==> src/common/mcu_cmd_pkg.sv <==
package mcu_cmd_pkg;

	// Command ids as they arrive in the first byte of a host message
	localparam logic [7:0] CMD_GET_VERSION  = 8'd0;
	localparam logic [7:0] CMD_SYNC_TIME    = 8'd1;
	localparam logic [7:0] CMD_GET_TIME     = 8'd2;
	localparam logic [7:0] CMD_CONFIG_PWM   = 8'd3;
	localparam logic [7:0] CMD_SCHEDULE_PWM = 8'd4;
	localparam int         NCMDS            = 5;

	localparam logic [7:0] RSP_GET_VERSION = 8'd0;
	localparam logic [7:0] RSP_GET_TIME    = 8'd1;

	localparam logic UNIT_SYSTEM = 1'b0;
	localparam logic UNIT_PWM    = 1'b1;
	localparam logic UNIT_NONE   = UNIT_SYSTEM; // Never dispatched because cmd_valid rejects it

	localparam int MAX_ARGS     = 4;
	localparam int MAX_PARAMS   = 2;
	localparam int ARG_CNT_BITS = $clog2(MAX_ARGS + 1);

	function automatic logic cmd_valid(input logic [7:0] id);
		return id < NCMDS;
	endfunction

	function automatic logic cmd_unit(input logic [7:0] id);
		case (id)
			CMD_GET_VERSION, CMD_SYNC_TIME, CMD_GET_TIME: return UNIT_SYSTEM;
			CMD_CONFIG_PWM, CMD_SCHEDULE_PWM: return UNIT_PWM;
			default: return UNIT_NONE;
		endcase
	endfunction

	function automatic logic [ARG_CNT_BITS-1:0] cmd_nargs(input logic [7:0] id);
		case (id)
			CMD_SYNC_TIME: return ARG_CNT_BITS'(2); // High word first, then low word
			CMD_CONFIG_PWM, CMD_SCHEDULE_PWM: return ARG_CNT_BITS'(3);
			default: return '0;
		endcase
	endfunction

	function automatic logic cmd_has_response(input logic [7:0] id);
		return id == CMD_GET_VERSION || id == CMD_GET_TIME;
	endfunction

endpackage

==> src/common/unit_bus_if.sv <==
interface unit_bus_if;
	logic [7:0]  cmd;         // Id of the command being executed
	logic        cmd_ready;   // One-cycle start strobe, arg_data holds argument 0
	logic [31:0] arg_data;
	logic        arg_advance; // Unit asks for the next argument
	logic [31:0] param_data;
	logic        param_write;
	logic        cmd_done;    // Also marks param_data as the response id

	modport sequencer (
		output cmd,
		output cmd_ready,
		output arg_data,
		input  arg_advance,
		input  param_data,
		input  param_write,
		input  cmd_done
	);

	modport unit (
		input  cmd,
		input  cmd_ready,
		input  arg_data,
		output arg_advance,
		output param_data,
		output param_write,
		output cmd_done
	);
endinterface

==> src/command/vlq_encoder.sv <==
module vlq_encoder (
	input  logic        clk,
	input  logic        rst_n,
	input  logic        start,
	input  logic [31:0] value,
	output logic [7:0]  byte_data,
	output logic        byte_valid,
	output logic        last,
	output logic        idle
);
	localparam logic [1:0] E_IDLE = 2'd0;
	localparam logic [1:0] E_TRIM = 2'd1; // Dropping leading groups that only repeat the sign
	localparam logic [1:0] E_SEND = 2'd2;

	logic [1:0]  state;
	logic [34:0] sr;          // Five 7-bit groups, most significant on top
	logic [2:0]  groups_left; // Groups still below the top one
	logic        sign_only;

	// The top group may go if the next group alone still decodes to the same sign
	assign sign_only = groups_left != 3'd0 &&
		(sr[34:26] == 9'h1ff || sr[34:26] < 9'd3);

	assign idle       = state == E_IDLE;
	assign byte_valid = state == E_SEND || (state == E_TRIM && !sign_only);
	assign last       = byte_valid && groups_left == 3'd0;
	assign byte_data  = {groups_left != 3'd0, sr[34:28]};

	always_ff @(posedge clk) begin
		if (!rst_n) begin
			state <= E_IDLE;
		end else begin
			case (state)
				E_IDLE: if (start) state <= E_TRIM;
				E_TRIM, E_SEND: begin
					if (byte_valid)
						state <= (groups_left == 3'd0) ? E_IDLE : E_SEND;
				end
				default: state <= E_IDLE;
			endcase
		end
	end

	// Skipped and sent groups both shift the word up by one group
	always_ff @(posedge clk) begin
		if (state == E_IDLE && start) begin
			sr          <= {{3{value[31]}}, value};
			groups_left <= 3'd4;
		end else if (state != E_IDLE) begin
			sr          <= {sr[27:0], 7'd0};
			groups_left <= groups_left - 3'd1;
		end
	end

	a_start_idle: assert property (@(posedge clk) disable iff (!rst_n) start |-> idle)
		else $error("Encoder started while busy");

endmodule

==> src/command/command_sequencer.sv <==
module command_sequencer (
	input  logic          clk,
	input  logic          rst_n,
	input  logic [7:0]    msg_data,
	input  logic          msg_ready,
	output logic          msg_rd_en,
	unit_bus_if.sequencer sys_bus,
	unit_bus_if.sequencer pwm_bus,
	output logic          enc_start,
	output logic [31:0]   enc_value,
	input  logic [7:0]    enc_byte_data,
	input  logic          enc_byte_valid,
	input  logic          enc_last,
	input  logic          enc_idle,
	output logic [7:0]    send_ring_data,
	output logic          send_ring_wr_en,
	output logic [7:0]    send_fifo_data,
	output logic          send_fifo_wr_en
);
	import mcu_cmd_pkg::*;

	localparam int ARG_IDX_BITS   = $clog2(MAX_ARGS);
	localparam int PARAM_IDX_BITS = (MAX_PARAMS > 1) ? $clog2(MAX_PARAMS) : 1;
	localparam int PARAM_CNT_BITS = $clog2(MAX_PARAMS + 1);

	localparam logic [2:0] M_IDLE        = 3'd0;
	localparam logic [2:0] M_ARG_START   = 3'd1;
	localparam logic [2:0] M_ARG_CONT    = 3'd2;
	localparam logic [2:0] M_DISPATCH    = 3'd3;
	localparam logic [2:0] M_WAIT_DONE   = 3'd4;
	localparam logic [2:0] M_SEND_PARAMS = 3'd5;

	logic [2:0]                state;
	logic [7:0]                cmd_id;
	logic                      unit;
	logic [ARG_CNT_BITS-1:0]   nargs;
	logic                      has_rsp;
	logic [31:0]               args [MAX_ARGS];
	logic [ARG_IDX_BITS-1:0]   cur_arg;  // Argument being decoded
	logic [ARG_IDX_BITS-1:0]   arg_ptr;  // Next argument handed to the unit
	logic [31:0]               arg_out;
	logic [31:0]               params [MAX_PARAMS];
	logic [PARAM_CNT_BITS-1:0] nparams;
	logic [PARAM_CNT_BITS-1:0] cur_param;
	logic                      enc_busy;
	logic [7:0]                rsp_len;  // Bytes of the current response so far
	logic                      take_byte;
	logic                      arg_neg;
	logic                      arg_last;
	logic                      sel_advance;
	logic                      sel_param_write;
	logic                      sel_cmd_done;
	logic [31:0]               sel_param_data;

	// Reads alternate with idle cycles so the source has time to present the next byte
	assign take_byte = msg_ready && !msg_rd_en &&
		(state == M_IDLE || state == M_ARG_START || state == M_ARG_CONT);
	assign arg_neg  = msg_data[6] & msg_data[5]; // First VLQ byte carries the sign
	assign arg_last = ARG_CNT_BITS'(cur_arg) + 1'b1 == nargs;

	assign sys_bus.cmd      = cmd_id;
	assign pwm_bus.cmd      = cmd_id;
	assign sys_bus.arg_data = arg_out;
	assign pwm_bus.arg_data = arg_out;

	assign sel_advance     = (unit == UNIT_PWM) ? pwm_bus.arg_advance : sys_bus.arg_advance;
	assign sel_param_write = (unit == UNIT_PWM) ? pwm_bus.param_write : sys_bus.param_write;
	assign sel_cmd_done    = (unit == UNIT_PWM) ? pwm_bus.cmd_done : sys_bus.cmd_done;
	assign sel_param_data  = (unit == UNIT_PWM) ? pwm_bus.param_data : sys_bus.param_data;

	always_ff @(posedge clk) begin
		if (!rst_n) begin
			state             <= M_IDLE;
			msg_rd_en         <= 1'b0;
			sys_bus.cmd_ready <= 1'b0;
			pwm_bus.cmd_ready <= 1'b0;
			enc_start         <= 1'b0;
			enc_busy          <= 1'b0;
			send_ring_wr_en   <= 1'b0;
			send_fifo_wr_en   <= 1'b0;
		end else begin
			msg_rd_en         <= take_byte;
			sys_bus.cmd_ready <= 1'b0;
			pwm_bus.cmd_ready <= 1'b0;
			enc_start         <= 1'b0;
			send_ring_wr_en   <= 1'b0;
			send_fifo_wr_en   <= 1'b0;
			case (state)
				M_IDLE: begin
					// Unknown ids are consumed here and produce nothing
					if (take_byte && cmd_valid(msg_data)) begin
						cmd_id  <= msg_data;
						unit    <= cmd_unit(msg_data);
						nargs   <= cmd_nargs(msg_data);
						has_rsp <= cmd_has_response(msg_data);
						cur_arg <= '0;
						state   <= (cmd_nargs(msg_data) == '0) ? M_DISPATCH : M_ARG_START;
					end
				end
				M_ARG_START: begin
					if (take_byte) begin
						args[cur_arg] <= {{25{arg_neg}}, msg_data[6:0]};
						if (msg_data[7]) begin
							state <= M_ARG_CONT;
						end else begin
							cur_arg <= cur_arg + 1'b1;
							state   <= arg_last ? M_DISPATCH : M_ARG_START;
						end
					end
				end
				M_ARG_CONT: begin
					if (take_byte) begin
						args[cur_arg] <= {args[cur_arg][24:0], msg_data[6:0]};
						if (!msg_data[7]) begin
							cur_arg <= cur_arg + 1'b1;
							state   <= arg_last ? M_DISPATCH : M_ARG_START;
						end
					end
				end
				M_DISPATCH: begin
					sys_bus.cmd_ready <= (unit == UNIT_SYSTEM);
					pwm_bus.cmd_ready <= (unit == UNIT_PWM);
					arg_out <= args[0];
					arg_ptr <= ARG_IDX_BITS'(1);
					nparams <= '0;
					state   <= M_WAIT_DONE;
				end
				M_WAIT_DONE: begin
					if (sel_advance) begin
						arg_out <= args[arg_ptr];
						arg_ptr <= arg_ptr + 1'b1;
					end
					if (sel_param_write && nparams < MAX_PARAMS) begin
						params[nparams[PARAM_IDX_BITS-1:0]] <= sel_param_data;
						nparams <= nparams + 1'b1;
					end
					if (sel_cmd_done) begin
						if (has_rsp) begin
							send_ring_data  <= sel_param_data[7:0]; // Response id goes out raw
							send_ring_wr_en <= 1'b1;
							rsp_len   <= 8'd1;
							cur_param <= '0;
							state     <= M_SEND_PARAMS;
						end else begin
							state <= M_IDLE;
						end
					end
				end
				M_SEND_PARAMS: begin
					if (enc_busy) begin
						if (enc_byte_valid) begin
							send_ring_data  <= enc_byte_data;
							send_ring_wr_en <= 1'b1;
							rsp_len  <= rsp_len + 8'd1;
							enc_busy <= !enc_last;
						end
					end else if (cur_param == nparams) begin
						send_fifo_data  <= rsp_len;
						send_fifo_wr_en <= 1'b1;
						state <= M_IDLE;
					end else if (enc_idle) begin
						enc_value <= params[cur_param[PARAM_IDX_BITS-1:0]];
						enc_start <= 1'b1;
						enc_busy  <= 1'b1;
						cur_param <= cur_param + 1'b1;
					end
				end
				default: state <= M_IDLE;
			endcase
		end
	end

	a_one_unit: assert property (@(posedge clk) disable iff (!rst_n)
		!(sys_bus.cmd_ready && pwm_bus.cmd_ready))
		else $error("cmd_ready raised on both units");

	a_rd_spacing: assert property (@(posedge clk) disable iff (!rst_n)
		msg_rd_en |=> !msg_rd_en)
		else $error("msg_rd_en high on two consecutive cycles");

endmodule

==> src/design/system_unit.sv <==
module system_unit #(
	parameter logic [31:0] VERSION = 32'h0001_0000
) (
	input  logic        clk,
	input  logic        rst_n,
	unit_bus_if.unit    bus,
	output logic [31:0] systime_low
);
	import mcu_cmd_pkg::*;

	localparam logic [2:0] S_IDLE      = 3'd0;
	localparam logic [2:0] S_SYNC_WAIT = 3'd1;
	localparam logic [2:0] S_SYNC_LOAD = 3'd2;
	localparam logic [2:0] S_VER_DONE  = 3'd3;
	localparam logic [2:0] S_TIME_HI   = 3'd4;
	localparam logic [2:0] S_TIME_DONE = 3'd5;

	logic [2:0]  state;
	logic [63:0] systime;
	logic [31:0] hold_word; // SYNC high word, or GET_TIME high word from the command cycle

	assign systime_low = systime[31:0];

	always_ff @(posedge clk) begin
		if (!rst_n) begin
			state           <= S_IDLE;
			systime         <= '0;
			bus.arg_advance <= 1'b0;
			bus.param_write <= 1'b0;
			bus.cmd_done    <= 1'b0;
		end else begin
			bus.arg_advance <= 1'b0;
			bus.param_write <= 1'b0;
			bus.cmd_done    <= 1'b0;
			systime         <= systime + 64'd1;
			case (state)
				S_IDLE: begin
					if (bus.cmd_ready) begin
						case (bus.cmd)
							CMD_SYNC_TIME: begin
								hold_word       <= bus.arg_data;
								bus.arg_advance <= 1'b1;
								state           <= S_SYNC_WAIT;
							end
							CMD_GET_VERSION: begin
								bus.param_data  <= VERSION;
								bus.param_write <= 1'b1;
								state           <= S_VER_DONE;
							end
							CMD_GET_TIME: begin
								bus.param_data  <= systime[31:0]; // Low word goes first
								bus.param_write <= 1'b1;
								hold_word       <= systime[63:32];
								state           <= S_TIME_HI;
							end
							default: bus.cmd_done <= 1'b1;
						endcase
					end
				end
				S_SYNC_WAIT: state <= S_SYNC_LOAD; // Low word reaches arg_data next cycle
				S_SYNC_LOAD: begin
					systime      <= {hold_word, bus.arg_data};
					bus.cmd_done <= 1'b1;
					state        <= S_IDLE;
				end
				S_VER_DONE: begin
					bus.param_data <= {24'd0, RSP_GET_VERSION};
					bus.cmd_done   <= 1'b1;
					state          <= S_IDLE;
				end
				S_TIME_HI: begin
					bus.param_data  <= hold_word;
					bus.param_write <= 1'b1;
					state           <= S_TIME_DONE;
				end
				S_TIME_DONE: begin
					bus.param_data <= {24'd0, RSP_GET_TIME};
					bus.cmd_done   <= 1'b1;
					state          <= S_IDLE;
				end
				default: state <= S_IDLE;
			endcase
		end
	end

endmodule

==> src/pwm/pwm_unit.sv <==
module pwm_unit #(
	parameter int NPWM = 4
) (
	input  logic            clk,
	input  logic            rst_n,
	unit_bus_if.unit        bus,
	input  logic [31:0]     systime_low,
	output logic [NPWM-1:0] pwm
);
	import mcu_cmd_pkg::*;

	localparam int CH_BITS = (NPWM > 1) ? $clog2(NPWM) : 1;

	localparam logic [2:0] P_IDLE  = 3'd0;
	localparam logic [2:0] P_WAIT1 = 3'd1;
	localparam logic [2:0] P_ARG1  = 3'd2;
	localparam logic [2:0] P_WAIT2 = 3'd3;
	localparam logic [2:0] P_ARG2  = 3'd4;

	logic [2:0]         state;
	logic [7:0]         cmd_r;
	logic [31:0]        chan;
	logic [31:0]        arg1;   // cycle_ticks for CONFIG, clock for SCHEDULE
	logic [31:0]        cycle_ticks [NPWM];
	logic [31:0]        on_ticks [NPWM];
	logic [31:0]        phase [NPWM];
	logic [NPWM-1:0]    pend_valid;
	logic [31:0]        pend_clock [NPWM];
	logic [31:0]        pend_on [NPWM];
	logic [NPWM-1:0]    pend_hit;
	logic [CH_BITS-1:0] ch;
	logic               chan_ok;

	assign ch      = chan[CH_BITS-1:0];
	assign chan_ok = chan < NPWM;

	// A scheduled duty already drives the output on the matching tick
	for (genvar i = 0; i < NPWM; i++) begin : g_out
		assign pend_hit[i] = pend_valid[i] && systime_low == pend_clock[i];
		assign pwm[i] = phase[i] < (pend_hit[i] ? pend_on[i] : on_ticks[i]);
	end

	always_ff @(posedge clk) begin
		if (!rst_n) begin
			state           <= P_IDLE;
			bus.arg_advance <= 1'b0;
			bus.cmd_done    <= 1'b0;
			pend_valid      <= '0;
			for (int i = 0; i < NPWM; i++) begin
				cycle_ticks[i] <= '0;
				on_ticks[i]    <= '0;
				phase[i]       <= '0;
			end
		end else begin
			bus.arg_advance <= 1'b0;
			bus.cmd_done    <= 1'b0;
			for (int i = 0; i < NPWM; i++) begin
				if (phase[i] + 32'd1 >= cycle_ticks[i])
					phase[i] <= '0;
				else
					phase[i] <= phase[i] + 32'd1;
				if (pend_hit[i]) begin
					on_ticks[i]   <= pend_on[i];
					pend_valid[i] <= 1'b0;
				end
			end
			case (state)
				P_IDLE: begin
					if (bus.cmd_ready) begin
						cmd_r           <= bus.cmd;
						chan            <= bus.arg_data;
						bus.arg_advance <= 1'b1;
						state           <= P_WAIT1;
					end
				end
				P_WAIT1: state <= P_ARG1;
				P_ARG1: begin
					arg1            <= bus.arg_data;
					bus.arg_advance <= 1'b1;
					state           <= P_WAIT2;
				end
				P_WAIT2: state <= P_ARG2;
				P_ARG2: begin
					if (chan_ok && cmd_r == CMD_CONFIG_PWM) begin
						cycle_ticks[ch] <= arg1;
						on_ticks[ch]    <= bus.arg_data;
						phase[ch]       <= '0;
						pend_valid[ch]  <= 1'b0; // Direct setting cancels a pending change
					end else if (chan_ok && cmd_r == CMD_SCHEDULE_PWM) begin
						pend_valid[ch] <= 1'b1;
					end
					bus.cmd_done <= 1'b1;
					state        <= P_IDLE;
				end
				default: state <= P_IDLE;
			endcase
		end
	end

	always_ff @(posedge clk) begin
		if (state == P_ARG2 && chan_ok && cmd_r == CMD_SCHEDULE_PWM) begin
			pend_clock[ch] <= arg1;
			pend_on[ch]    <= bus.arg_data;
		end
	end

	// PWM commands never produce response parameters
	assign bus.param_write = 1'b0;
	assign bus.param_data  = '0;

	a_chan_range: assert property (@(posedge clk) disable iff (!rst_n)
		state == P_ARG2 |-> chan_ok)
		else $error("PWM channel %0d out of range", chan);

endmodule

==> src/design/mcu_command_top.sv <==
module mcu_command_top #(
	parameter int          NPWM    = 4,
	parameter logic [31:0] VERSION = 32'h0001_0003
) (
	input  logic            clk,
	input  logic            rst_n,
	input  logic [7:0]      msg_data,
	input  logic            msg_ready,
	output logic            msg_rd_en,
	output logic [7:0]      send_ring_data,
	output logic            send_ring_wr_en,
	output logic [7:0]      send_fifo_data,
	output logic            send_fifo_wr_en,
	output logic [NPWM-1:0] pwm
);
	logic        enc_start;
	logic [31:0] enc_value;
	logic [7:0]  enc_byte_data;
	logic        enc_byte_valid;
	logic        enc_last;
	logic        enc_idle;
	logic [31:0] systime_low;

	unit_bus_if sys_bus ();
	unit_bus_if pwm_bus ();

	command_sequencer u_sequencer (
		.clk             (clk),
		.rst_n           (rst_n),
		.msg_data        (msg_data),
		.msg_ready       (msg_ready),
		.msg_rd_en       (msg_rd_en),
		.sys_bus         (sys_bus),
		.pwm_bus         (pwm_bus),
		.enc_start       (enc_start),
		.enc_value       (enc_value),
		.enc_byte_data   (enc_byte_data),
		.enc_byte_valid  (enc_byte_valid),
		.enc_last        (enc_last),
		.enc_idle        (enc_idle),
		.send_ring_data  (send_ring_data),
		.send_ring_wr_en (send_ring_wr_en),
		.send_fifo_data  (send_fifo_data),
		.send_fifo_wr_en (send_fifo_wr_en)
	);

	vlq_encoder u_encoder (
		.clk        (clk),
		.rst_n      (rst_n),
		.start      (enc_start),
		.value      (enc_value),
		.byte_data  (enc_byte_data),
		.byte_valid (enc_byte_valid),
		.last       (enc_last),
		.idle       (enc_idle)
	);

	system_unit #(
		.VERSION (VERSION)
	) u_system (
		.clk         (clk),
		.rst_n       (rst_n),
		.bus         (sys_bus),
		.systime_low (systime_low)
	);

	pwm_unit #(
		.NPWM (NPWM)
	) u_pwm (
		.clk         (clk),
		.rst_n       (rst_n),
		.bus         (pwm_bus),
		.systime_low (systime_low),
		.pwm         (pwm)
	);

endmodule

==> config.mk <==
export PLATFORM = sky130hd
export DESIGN_NAME = mcu_command_top
export DESIGN_NICKNAME = d
export VERILOG_FILES = /design/src/common/mcu_cmd_pkg.sv /design/src/common/unit_bus_if.sv /design/src/command/vlq_encoder.sv /design/src/command/command_sequencer.sv /design/src/design/system_unit.sv /design/src/pwm/pwm_unit.sv /design/src/design/mcu_command_top.sv
export SDC_FILE = /design/constraint.sdc
export NUM_CORES = 2
export LEC_CHECK = 0
export BUFFER_PORTS_ARGS = -buffer_cell sky130_fd_sc_hd__buf_4
export CAP_MARGIN = 0
export CORE_ASPECT_RATIO = 1.75
export CORE_MARGIN = 3
export CORE_UTILIZATION = 55
export DETAILED_ROUTE_END_ITERATION = 10
export HOLD_SLACK_MARGIN = 0.08
export PLACE_DENSITY_LB_ADDON = 0.05
export SLEW_MARGIN = 20
export SYNTH_ARGS = -nofsm -noshare
export SYNTH_HDL_FRONTEND = slang
export SYNTH_SLANG_ARGS = --single-unit
==> constraint.sdc <==
create_clock -name clk -period 5.2 [get_ports clk]
set_clock_uncertainty 0.15 [all_clocks]
set_input_delay 0.26 -clock clk [delete_from_list [all_inputs] [get_ports clk]]
set_output_delay 0.26 -clock clk [all_outputs]
set_load 0.005 [all_outputs]
==> summary.txt <==
Status
  • Outcome: completed

Timing
  • Final Critical Period: 5.11 ns
  • # setup viols final: 0
  • Worst slew margin: roughly 19%
  • Pins over their slew limit: 0
  • RSZ-0062 raised after global routing: true
  • Hold Violations, Final: 0
  • Worst-Margin Slew: around 1.2 ns
  • Tcrit/Tclk final: between 90% and 100%
  • Max Clock Freq: 0.196 GHz

Synthesis
  • Syn_nets: approximately 4,500
  • Post-Syn Area: ~56,000 um2
  • Post-synth EDFFs: roughly 1,000
  • Register area share after synthesis: between 60% and 70%
  • Synth cell types: 77
  • Mapped Avg Cell Area: 13.3 um2
  • Yosys reg bits: ~1,200
  • Syn. warnings: 0
  • Asr flop ratio synth: 0%
  • Ys flop type: edfxtp_1
  • Post-synthesis cell count: around 4,200

Critical path
  • Critical path depth: 16
  • Arrival time worst endpoint: 4.70 ns
  • Crit end category: output port
  • WP buf/inv: 3
  • Crit path max-delay family: simple AND/OR/NAND/NOR gates
  • Slowest cell on the critical path: or4_1
  • CP Launch Type: flop
  • Reg2reg path depth: 15
  • Worst Path Max Fanout: 34
  • CP Class: flop to output port
  • Crit path cell chain: xnor2_1, nand4_1, nor4_2, buf_4, nand3_2, buf_12, mux2i_1, ha_1, a21o_1, a21o_1, a2111oi_4, or4_1, nand3_1, or4_1, or3b_1, buf_4
  • Crit path largest cell delay: 0.50 ns
  • Critical Path RT: about 4.8 ns

Die
  • Die Wd: 247 um
  • Die Area: ~110,000 um2
  • Io pins: 34
  • Rows: 154
  • Initial core utilization: a little under three fifths
  • Die height: about 430 um
  • Core region area: around 100,000 um2

Clock tree
  • CTS tree: built
  • Clock buffer depth: 3
  • Worst-Skew Late Latency: approximately 0.74 ns
  • Htree depth: 3
  • Clock transition at path regs: 0.07 ns
  • Root Driver: clkbuf_16
  • Clock sinks: between 1,000 and 1,500
  • TritonCTS Buffers: 110

Layout
  • Most common cell after layout, fill and taps aside: edfxtp_1
  • Final instance area: 62,100 um2
  • Area delta synth->final: 11.3%
  • Share of cells above drive strength 1: between 10% and 20%
  • Commonest non-fill, non-tap cells in the layout: edfxtp_1 (982), ha_1 (268), dfxtp_1 (201), xor2_1 (181), nor2_1 (179)
  • Nets@finish: approximately 4,600

Routing
  • DR DRC count: 0
  • Via Count: around 35,000
  • 1st-iter DRT viols: 2,783
  • Drt via density: just over 6
  • Antenna-violating nets left: 0
  • DR pass1 iterations: 6
  • WL/cell: 26.4 um
  • Total routed wirelength: approximately 150,000 um

Place
  • # port buffers: 33
  • DP Wirelength: 102,000 um
  • Routability congestion estimate: 0.909
  • Placed cell area: slightly below 60,000 um2

Global route
  • GR Util All Layers: a little under 30%
  • Initial antenna violation count: 11
  • GRT Residual Overflow: 0
  • First-pass GRT wire length: around 220,000 um
  • Number of global-route vias before repair: 34,800
  • Largest net degree at the start of global routing: 83

Hold path
  • Hold WC Path Type: primary input to flop
  • Hold path depth: 2

Power
  • Leak: roughly 24 nW
  • PwrDens: about 310 nW/um2
  • Peak supply drop: about 0.00030 V
  • Power Total: approximately 20 mW

Run
  • Max cap viols: 0
[cell usage after synthesis, drive strengths merged, types with 7 or more instances]
cell,number,area share [%]
nor3,54,0.53
buf,94,0.88
a2111oi,7,0.12
a22oi,32,0.43
a41o,26,0.47
o21a,10,0.13
nor2b,140,1.6
inv,171,1.1
xor2,181,2.8
a31oi,37,0.41
nand3,113,1.0
nor4bb,11,0.20
mux4,25,1.0
o211ai,7,0.10
nor2,189,1.3
nor4,48,0.63
xnor2,143,2.2
or3,12,0.13
and4,29,0.45
o21ai,114,1.0
nand2,128,0.86
or4,8,0.11
nand4,88,1.0
a21o,65,0.87
a22o,157,2.5
clkbuf,117,0.79
dfxtp,226,8.1
and3,120,1.3
nand2b,22,0.25
mux2,132,2.7
ha,268,6.0
edfxtp,982,53
and2,114,1.3
a211oi,51,0.69
mux2i,128,2.3
a21oi,106,0.95
[cell type report]
cell class / count / area [um2]
fill: 7797 / 38600
sequential: 1208 / 34100
multi-input combinational: 2623 / 20600
clock buffer: 136 / 2960
tap: 1326 / 1660
timing repair buffer: 176 / 1420
clock inverter: 73 / 847
inverter: 172 / 646
antenna: 4 / 10.0
[per-stage QoR]
stage          TNS (ns)  std cells  setup WS [ns]  hold slack [ns]  utilization, %
3_5_place_dp          0       5489          0.365            0.278            57.6
3_3_place_gp          0       5489          0.516            0.275            57.5
5_1_grt         -0.0554       5714        -0.0465            0.161            61.7
4_1_cts               0       5711        0.00188            0.100            61.5
6_report              0       5718         0.0879            0.162            61.7
2_1_floorplan         0       4214          0.336            0.209               -
[per-layer routing]
layer / global-route usage [%] / share of wire (%) / up-vias / wire [um]
met1: 36.2 / 39 / 17400 / 58800
li1: - / - / 16000 / -
met2: 49.9 / 50 / 1060 / 76000
met3: 3.88 / 5.8 / 296 / 8740
met4: 13.2 / 4.9 / 0 / 7460
met5: 0 / 0 / - / 0
[power breakdown]
part / total (mW) / internal, mW / switching, mW
Combinational: 0.437 / 0.161 / 0.276
Clock: 8.57 / 4.87 / 3.70
Sequential: 10.5 / 10.4 / 0.0567
[worst reg2reg max path: stages, from the launching register on]
cell	delay, ns
dfxtp_1	0.43
ha_1	0.24
and4_1	0.29
nand4_1	0.18
nor2_1	0.33
nand3_1	0.24
nor2_1	0.17
xor2_1	0.21
ha_1	0.26
nand4_1	0.13
nor2_1	0.08
a2111oi_0	0.38
o221ai_1	0.29
or4_1	0.59
buf_12	0.20
nor2b_1	0.14
[path summary, 6_finish.rpt]
kind	end	startpoint	slack, ns
min	u_sequencer.args[2][4]	msg_data[4]	0.16
max	pwm[0]	u_system.systime[21]	0.09
max reg2reg	u_pwm.phase[1][23]	u_pwm.phase[1][1]	0.82
min reg2reg	u_pwm.cmd_r[6]	u_sequencer.pwm_bus.cmd[6]	0.29
[cells by family (layout without fill, tap and decap cells)]
kind of cell / count (synthesis) / after routing / share of synthesized area (%)
and+or+nand+nor: 1095 / 1095 / 11.0
other: 0 / 4 / 0
xor gates and xnor gates: 324 / 324 / 5.08
DFF: 1208 / 1208 / 60.9
adders and majority gates: 268 / 268 / 6.00
AOI/OAI and AO/OA: 651 / 651 / 8.25
muxes: 285 / 285 / 5.96
buffers and inverters: 383 / 557 / 2.83
[state kept, by name, summed over array words and instances (netlist names), 32 cells and up, named ones only]
signal	count
u_encoder.sr	35
u_pwm.arg1	32
u_pwm.chan	32
u_pwm.cycle_ticks	128
u_pwm.on_ticks	128
u_pwm.pend_clock	128
u_pwm.pend_on	128
u_pwm.phase	128
u_sequencer.args	128
u_sequencer.enc_value	32
u_sequencer.params	64
u_sequencer.pwm_bus.arg_data	32
u_system.bus.param_data	32
u_system.hold_word	32
u_system.systime	64
[repair_timing]
item                       4_1_cts  5_1_grt
buffers inserted                 3        3
hold endpoints to repair        73        0
setup endpoints to repair        4        4
hold buffers                    10        0
pin swaps                        3        8
gates resized for setup         26       28
No activity file was read; power rests on OpenSTA's default activity.
